==> src/rtl/fetch_pkg.sv <==
// fetch front end shared types
package fetch_pkg;

  //////////////////////////////////////////////////////////////////////
  // sizes
  //////////////////////////////////////////////////////////////////////

  localparam int num_super    = 2;                        // slots per fetch word
  localparam int queue_depth  = 8;                        // fetch queue entries
  localparam int credit_width = 4;                        // holds 0 .. queue_depth
  localparam int pc_width     = 32;
  localparam int inst_width   = 32;                       // one instruction slot
  localparam int word_width   = num_super * inst_width;   // one imem word
  localparam int imm_width    = 16;                       // branch offset in ir[15:0]
  localparam int ptr_width    = $clog2(queue_depth);      // queue read / write pointers

  //////////////////////////////////////////////////////////////////////
  // opcodes, taken from ir[31:28]
  //////////////////////////////////////////////////////////////////////

  // unlisted codes fold into op_nop in the predecoder
  typedef enum logic [3:0] {
    op_alu    = 4'b0000,
    op_branch = 4'b0001,   // conditional, static backward-taken rule
    op_jump   = 4'b0010,   // unconditional, always predicted taken
    op_nop    = 4'b1111
  } opcode_t;

  //////////////////////////////////////////////////////////////////////
  // pipeline payloads
  //////////////////////////////////////////////////////////////////////

  // raw slot as cut out of the memory word
  typedef struct packed {
    logic                  valid;
    logic [pc_width-1:0]   pc;
    logic [inst_width-1:0] ir;
  } fetch_slot_t;

  // slot after predecode
  typedef struct packed {
    logic                  valid;
    logic [pc_width-1:0]   pc;
    logic [inst_width-1:0] ir;
    opcode_t               opcode;
    logic                  taken;    // static prediction
    logic [pc_width-1:0]   target;   // pc + 4 * imm
  } predecode_t;

  // what the consumer sees at the queue head
  typedef struct packed {
    logic [pc_width-1:0]   pc;
    logic [inst_width-1:0] ir;
    opcode_t               opcode;
    logic [pc_width-1:0]   next_pc;  // predicted successor
  } queue_entry_t;

  // pc change request back to the fetch stage
  typedef struct packed {
    logic                valid;
    logic [pc_width-1:0] pc;
  } redirect_t;

endpackage

==> src/rtl/fetch_queue.sv <==
// fetch queue with redirect merge
`timescale 1ns/1ps

module fetch_queue (
  input  logic                                            clock,
  input  logic                                            reset,
  input  fetch_pkg::predecode_t [fetch_pkg::num_super-1:0] lanes,
  input  logic                                            flush_valid,
  input  logic [fetch_pkg::pc_width-1:0]                  flush_pc,
  input  logic                                            deq,
  output fetch_pkg::redirect_t                            redirect,
  output logic [fetch_pkg::credit_width-1:0]              credit_return,
  output logic                                            out_valid,
  output fetch_pkg::queue_entry_t                         out_entry
);

  import fetch_pkg::*;

  queue_entry_t            mem [queue_depth];            // circular buffer storage
  logic [ptr_width-1:0]    wr_ptr;
  logic [ptr_width-1:0]    rd_ptr;
  logic [credit_width-1:0] count;                        // occupancy from 0 to queue_depth

  logic [num_super-1:0]    keep;                         // lane is written
  logic [ptr_width-1:0]    wr_idx [num_super];           // compacted write slot per lane
  queue_entry_t            entry [num_super];
  logic [credit_width-1:0] write_count;
  logic [credit_width-1:0] kill_count;                   // valid lanes behind a taken one
  logic                    taken_any;
  logic [pc_width-1:0]     taken_target;
  logic                    deq_fire;

  //////////////////////////////////////////////////////////////////////
  // lane selection in program order
  //////////////////////////////////////////////////////////////////////

  always_comb
  begin
    taken_any    = 1'b0;
    taken_target = '0;
    write_count  = '0;
    kill_count   = '0;
    for (int i = 0; i < num_super; i++)
    begin
      keep[i]   = lanes[i].valid && !taken_any;          // stop after the first taken
      wr_idx[i] = wr_ptr + write_count[ptr_width-1:0];   // packs around the skipped slot
      if (keep[i])
      begin
        write_count = write_count + credit_width'(1);
      end
      else if (lanes[i].valid)
      begin
        kill_count = kill_count + credit_width'(1);      // shadow of a taken slot
      end
      if (keep[i] && lanes[i].taken)
      begin
        taken_any    = 1'b1;
        taken_target = lanes[i].target;                  // lowest taken lane wins
      end
    end
  end

  // entry payload with next_pc from the prediction
  always_comb
  begin
    for (int i = 0; i < num_super; i++)
    begin
      entry[i].pc      = lanes[i].pc;
      entry[i].ir      = lanes[i].ir;
      entry[i].opcode  = lanes[i].opcode;
      entry[i].next_pc = lanes[i].taken ? lanes[i].target : lanes[i].pc + pc_width'(4);
    end
  end

  //////////////////////////////////////////////////////////////////////
  // redirect merge
  //////////////////////////////////////////////////////////////////////

  // backend flush beats a predicted taken branch
  always_comb
  begin
    if (flush_valid)
    begin
      redirect.valid = 1'b1;
      redirect.pc    = flush_pc;
    end
    else
    begin
      redirect.valid = taken_any;
      redirect.pc    = taken_target;
    end
  end

  //////////////////////////////////////////////////////////////////////
  // buffer and pointers
  //////////////////////////////////////////////////////////////////////

  assign out_valid = count != '0;
  assign out_entry = mem[rd_ptr];                        // oldest entry
  assign deq_fire  = deq && out_valid && !flush_valid;   // no pop while flushing

  always_ff @(posedge clock)
  begin
    if (!flush_valid)
    begin
      for (int i = 0; i < num_super; i++)
      begin
        if (keep[i])
        begin
          mem[wr_idx[i]] <= entry[i];
        end
      end
    end
  end

  // credit_return is the registered count the fetch stage adds next cycle
  always_ff @(posedge clock)
  begin
    if (reset)
    begin
      wr_ptr        <= '0;
      rd_ptr        <= '0;
      count         <= '0;
      credit_return <= '0;
    end
    else if (flush_valid)
    begin
      wr_ptr        <= '0;                               // empty at the next edge
      rd_ptr        <= '0;
      count         <= '0;
      credit_return <= count + write_count + kill_count; // occupancy plus dropped lanes
    end
    else
    begin
      wr_ptr        <= wr_ptr + write_count[ptr_width-1:0];
      rd_ptr        <= rd_ptr + ptr_width'(deq_fire);
      count         <= count + write_count - credit_width'(deq_fire);
      credit_return <= credit_width'(deq_fire) + kill_count;
    end
  end

endmodule

==> src/rtl/fetch_stage.sv <==
// fetch stage with credit counter
`timescale 1ns/1ps

module fetch_stage (
  input  logic                                             clock,
  input  logic                                             reset,
  input  logic [fetch_pkg::word_width-1:0]                 imem_data,
  input  logic                                             imem_valid,
  input  fetch_pkg::redirect_t                             redirect,
  input  logic [fetch_pkg::credit_width-1:0]               credit_return,
  output logic [fetch_pkg::pc_width-1:0]                   imem_addr,
  output fetch_pkg::fetch_slot_t [fetch_pkg::num_super-1:0] slots
);

  import fetch_pkg::*;

  logic [pc_width-1:0]     pc_reg;     // pc being fetched this cycle
  logic [pc_width-1:0]     word_pc;    // pc with the slot offset dropped
  logic [credit_width-1:0] credits;    // free queue entries seen from here
  logic [credit_width-1:0] fetched;    // slots handed to the queue this cycle
  logic                    can_fetch;
  logic                    accept;

  //////////////////////////////////////////////////////////////////////
  // address and slot split
  //////////////////////////////////////////////////////////////////////

  assign word_pc   = {pc_reg[pc_width-1:3], 3'b000};
  assign imem_addr = word_pc;                                  // 8-byte aligned word

  // need room for a full word, whatever the start slot
  assign can_fetch = credits >= credit_width'(num_super);
  assign accept    = imem_valid && can_fetch;

  always_comb
  begin
    fetched = '0;
    for (int i = 0; i < num_super; i++)
    begin
      // a start at pc[2] skips slot 0
      slots[i].valid = accept && (i >= int'(pc_reg[2]));
      slots[i].pc    = word_pc + pc_width'(4 * i);
      slots[i].ir    = imem_data[i*inst_width +: inst_width];  // slot 0 in low half
      fetched        = fetched + credit_width'(slots[i].valid);
    end
  end

  //////////////////////////////////////////////////////////////////////
  // pc register
  //////////////////////////////////////////////////////////////////////

  // a redirect wins over a stall, otherwise it would be lost
  always_ff @(posedge clock)
  begin
    if (reset)
    begin
      pc_reg <= '0;
    end
    else if (redirect.valid)
    begin
      pc_reg <= redirect.pc;                                   // flush or predicted taken
    end
    else if (accept)
    begin
      pc_reg <= word_pc + pc_width'(num_super * 4);            // next aligned word
    end
  end

  //////////////////////////////////////////////////////////////////////
  // credit counter
  //////////////////////////////////////////////////////////////////////

  // spend on fetch, refill from the queue's registered count
  always_ff @(posedge clock)
  begin
    if (reset)
    begin
      credits <= credit_width'(queue_depth);                   // queue starts empty
    end
    else
    begin
      credits <= credits - fetched + credit_return;
    end
  end

endmodule

==> src/rtl/fetch_top.sv <==
// superscalar fetch front end
`timescale 1ns/1ps

module fetch_top (
  input  logic                             clock,
  input  logic                             reset,
  output logic [fetch_pkg::pc_width-1:0]   imem_addr,
  input  logic [fetch_pkg::word_width-1:0] imem_data,
  input  logic                             imem_valid,
  input  logic                             flush_valid,
  input  logic [fetch_pkg::pc_width-1:0]   flush_pc,
  input  logic                             deq,
  output logic                             out_valid,
  output fetch_pkg::queue_entry_t          out_entry
);

  import fetch_pkg::*;

  fetch_slot_t [num_super-1:0] slots;          // raw slots from the fetch word
  predecode_t  [num_super-1:0] lanes;          // classified slots into the queue
  redirect_t                   redirect;       // merged flush / taken redirect
  logic [credit_width-1:0]     credit_return;  // freed entries, registered in the queue

  //////////////////////////////////////////////////////////////////////
  // pc, memory word split and credits
  //////////////////////////////////////////////////////////////////////

  fetch_stage fetch_stage_inst (
    .clock         (clock),
    .reset         (reset),
    .imem_data     (imem_data),
    .imem_valid    (imem_valid),
    .redirect      (redirect),
    .credit_return (credit_return),
    .imem_addr     (imem_addr),
    .slots         (slots)
  );

  //////////////////////////////////////////////////////////////////////
  // one predecoder per slot
  //////////////////////////////////////////////////////////////////////

  for (genvar i = 0; i < num_super; i++)
  begin : gen_lane
    slot_predecode slot_predecode_inst (
      .slot_in  (slots[i]),
      .slot_out (lanes[i])
    );
  end

  //////////////////////////////////////////////////////////////////////
  // in-order queue toward the consumer
  //////////////////////////////////////////////////////////////////////

  fetch_queue fetch_queue_inst (
    .clock         (clock),
    .reset         (reset),
    .lanes         (lanes),
    .flush_valid   (flush_valid),
    .flush_pc      (flush_pc),
    .deq           (deq),
    .redirect      (redirect),
    .credit_return (credit_return),
    .out_valid     (out_valid),
    .out_entry     (out_entry)
  );

endmodule

==> src/rtl/slot_predecode.sv <==
// slot predecode and static prediction
`timescale 1ns/1ps

module slot_predecode (
  input  fetch_pkg::fetch_slot_t slot_in,
  output fetch_pkg::predecode_t  slot_out
);

  import fetch_pkg::*;

  opcode_t               opcode;
  logic [imm_width-1:0]  imm;        // signed word offset
  logic [pc_width-1:0]   offset;     // byte offset, sign extended
  logic                  backward;
  logic                  taken;

  //////////////////////////////////////////////////////////////////////
  // opcode decode
  //////////////////////////////////////////////////////////////////////

  always_comb
  begin
    case (slot_in.ir[31:28])
      op_alu:    opcode = op_alu;
      op_branch: opcode = op_branch;
      op_jump:   opcode = op_jump;
      default:   opcode = op_nop;           // unused codes behave as nop
    endcase
  end

  //////////////////////////////////////////////////////////////////////
  // target and prediction
  //////////////////////////////////////////////////////////////////////

  assign imm      = slot_in.ir[imm_width-1:0];
  assign backward = imm[imm_width-1];                                  // negative offset
  assign offset   = {{(pc_width-imm_width-2){imm[imm_width-1]}}, imm, 2'b00};

  // jumps always, branches only when looping back
  always_comb
  begin
    case (opcode)
      op_jump:   taken = slot_in.valid;
      op_branch: taken = slot_in.valid && backward;
      default:   taken = 1'b0;
    endcase
  end

  assign slot_out.valid  = slot_in.valid;
  assign slot_out.pc     = slot_in.pc;
  assign slot_out.ir     = slot_in.ir;
  assign slot_out.opcode = opcode;
  assign slot_out.taken  = taken;
  assign slot_out.target = slot_in.pc + offset;   // pc relative

endmodule

==> config.mk <==
export PLATFORM = sky130hd
export DESIGN_NAME = fetch_top
export DESIGN_NICKNAME = d
export VERILOG_FILES = /design/src/rtl/fetch_pkg.sv /design/src/rtl/fetch_queue.sv /design/src/rtl/fetch_stage.sv /design/src/rtl/fetch_top.sv /design/src/rtl/slot_predecode.sv
export SDC_FILE = /design/constraint.sdc
export NUM_CORES = 1
export LEC_CHECK = 0
export ABC_AREA = 1
export BUFFER_PORTS_ARGS = -buffer_cell sky130_fd_sc_hd__clkbuf_2
export CAP_MARGIN = 5
export CORE_MARGIN = 4
export CORE_UTILIZATION = 40
export DETAILED_ROUTE_END_ITERATION = 12
export GPL_TIMING_DRIVEN = 0
export PLACE_DENSITY_LB_ADDON = 0.12
export SYNTH_ARGS = -nofsm -noshare
export SYNTH_HDL_FRONTEND = slang
export SYNTH_SLANG_ARGS = --single-unit
==> constraint.sdc <==
create_clock -name clock -period 5.8 [get_ports clock]
set_input_delay 0.87 -clock clock [delete_from_list [all_inputs] [get_ports clock]]
set_output_delay 0.87 -clock clock [all_outputs]
set_load 0.02 [all_outputs]
==> impl_metrics.ini <==
[sta]
slew_headroom_pct = 20.4
finClkSkew_ns = 0.0276
slew_viol_final = 0
hold_viol = 0
post-route-min-period_ns = 5.62
fin_crit_sh_pct = 96.9
setup_viol = 0
tightest_slew_ns = 1.16
rsz0062_at_grt = false
finalSetupTns_ns = 0
max_freq_mhz = 178
hold-worst-slack_ns = 0.456

[clocking]
cts_buffers = 91
cts_hold_buf = 0
post_cts_resized = 0
cts.sinks = 808
clk_latency_ns = 0.68
cts_htree_levels = 3
postCtsSetupBuffers = 0
cts_tree = done
path_clk_slew_ns = 0.06
ctsRootBufferMaster = clkbuf_16
clk_path_buf_depth = 3

[critical_path]
crit_arrival_ns = 4.75
start_kind = flip-flop
worstRegToRegCells = 12
cp_max_fo = 10
crit_end = out_entry[20]
worstPathCellList = inv_1 > buf_2 > buf_2 > buf_2 > clkbuf_1 > nor2_1 > o22ai_1 > nor2_1 > a31oi_1 > clkbuf_2
crit_type = flip-flop to primary output
crit_required_ns = 4.93
timing.rr.start = fetch_stage_inst.pc_reg[3]
r2r_end = fetch_queue_inst.mem[2][14]
crit_path_frequent_cell = buf_2
rrSetupSlack_ns = 1.51
max_stage_delay_ns = 0.71
cp-end-kind = primary output
startpoint = fetch_queue_inst.rd_ptr[0]
crit_slowest_cell = clkbuf_1

[detailed_routing]
antenna_left = 0
vias = 40437
drc_errors = 0
wl_per_cell_um = 27.9
viasPerCell = 5.93
drt-pass1-iter-count = 6
drt_iter0_drc = 5574
routed_wl_mm = 191

[yosys]
yosysSeqAreaShare_pct = 53.9
synth.distinct_cells = 53
ys_ff_latch = 808
synth_edf_count = 752
yosysTopAreaCellShare_pct = 51.4
synthArstFlopShare_pct = 0
synthCells = 4992
yosysTopAreaCell = edfxtp_1
synth.avg_cell_area_um2 = 8.81
synth_warnings = 0
synthTopCellsByArea = edfxtp_1 51%, nor2_1 9.0%, o22ai_1 7.0%
synthFlopType = edfxtp_1
synth.cell_area_mm2 = 0.0440

[power]
p_leak_uw = 0.0192
p_per_area_mw_per_mm2 = 320
totalPowerFinal_uw = 16000
vdd_drop_max_mv = 0.223

[run_status]
run_status = finished clean

[placement]
post-place-cells = 6644
port-buffer-count = 223
dpl_cell_area_mm2 = 0.0472
place_congestion = 0.988
dp_hpwl_mm = 137

[grt]
grt_pass1_vias = 37575
grt_start_max_net_pins = 64
overflow = 0
antenna_found_initial = 12
grt_pass1_wl_mm = 268
grt_use_total_pct = 31.8

[min_path]
worstHoldPathType = flip-flop to flip-flop

[floorplanning]
die_h_um = 340
io-pin-count = 234
core_mm2 = 0.109
fp.dieArea_mm2 = 0.115
die_width_um = 340
row_count = 121
initial_core_util_pct = 40.3

[cells_and_area]
area_growth_pct = 13.8
design_area_mm2 = 0.0500
layout.nets = 5510
drive_gt1_share_pct = 11.3
largest_reg_flops = 760
post_layout_nonfiller_instances = 6817

[run]
drv_cap = 0
-- cell families (layout without fill, tap and decap cells) --
kind of cell,count (synthesis),count (layout),share of synthesized area [%]
AOI/OAI and AO/OA,1262,1262,16.4
xor gates and xnor gates,44,44,0.877
muxes,5,5,0.114
buffers and inverters,752,1148,7.45
and+or+nand+nor,2034,2034,18.7
adders and majority gates,86,86,2.52
other,1,16,0.00853
DFF,808,808,53.9
-- cell usage after synthesis (3+ instances only) --
cell	n
nor2_1	1050
edfxtp_1	752
nand2_1	676
o21ai_0	504
o22ai_1	494
inv_1	346
nand3_1	205
clkbuf_1	158
buf_2	106
a31oi_1	103
a21oi_1	83
ha_1	82
dfxtp_1	56
buf_4	50
clkinv_1	30
xor2_1	30
o21ai_1	29
nand4_1	26
buf_1	23
inv_2	21
o21a_1	19
buf_6	17
nor3_1	17
xnor2_1	14
or2_2	12
nor2_2	10
o211ai_1	7
nand3b_1	6
o221ai_1	6
and2_1	5
mux2i_1	5
nand2_2	5
o21bai_1	5
fa_1	4
nor2_4	4
nor4_1	4
nor3_4	3
o21ai_2	3
-- critical path, delay by kind of cell (launching register included) --
kind                   cells  cell delay, ns
buffers and inverters      6            2.67
AO/OA/AOI/OAI              2            0.90
AND/OR/NAND/NOR            2            0.14
flip-flops                 1            0.35
-- routing by layer --
layer  vias to the layer above  wire [um]  track usage (%)
met2                      2423      84400             49.2
met3                       436      20400             7.15
met4                         0       9940             14.6
met1                     19416      75700             42.7
met5                         -          0                0
li1                      18162          -                -
-- where the power goes --
part           internal (uW)  switching [uW]  leakage, uW
Combinational            869            2450       0.0107
Sequential              6780             196      0.00713
Clock                   3200            2520      0.00139
-- through the flow --
stage	setup WS, ns	utilization [%]
global placement	-3.08	43.0
CTS	0.263	45.9
floorplan	0.696	-
finish	0.181	45.9
detailed placement	-0.0417	43.3
global route	0.121	45.9
-- worst min-delay path by stage --
stage / start / end / slack (ns) / depth (start not counted)
after CTS: reset / fetch_stage_inst.pc_reg[3] / 0.41 / 2
after global routing: reset / fetch_stage_inst.pc_reg[3] / 0.43 / 2
final: fetch_queue_inst.mem[7][70] / fetch_queue_inst.mem[7][70] / 0.46 / 2
after global placement: fetch_queue_inst.mem[0][70] / fetch_queue_inst.mem[0][70] / 0.43 / 2
after floorplan: fetch_queue_inst.mem[0][70] / fetch_queue_inst.mem[0][70] / 0.42 / 2
after detailed placement: fetch_queue_inst.mem[4][70] / fetch_queue_inst.mem[4][70] / 0.44 / 2
-- final cells by class --
class | count | area (um2)
Multi-Input combinational cell | 3438 | 17000
Tap cell | 1414 | 1770
Inverter | 398 | 1540
Clock inverter | 48 | 449
Buffer | 354 | 1780
Timing Repair Buffer | 232 | 1350
Sequential cell | 808 | 23700
Fill cell | 10872 | 59000
Clock buffer | 116 | 2390
Antenna cell | 9 | 22.5
-- placed cells by master, fill, tap and decap left out, types with 82 or more instances in the layout --
master,count
nand3_1,205
a31oi_1,103
clkbuf_2,227
clkbuf_1,177
nor2_1,1050
inv_1,338
clkbuf_16,91
o21ai_0,504
nand2_1,676
edfxtp_1,752
ha_1,82
a21oi_1,83
buf_2,106
o22ai_1,494
Note: power is estimated with default switching activity, not from simulation.
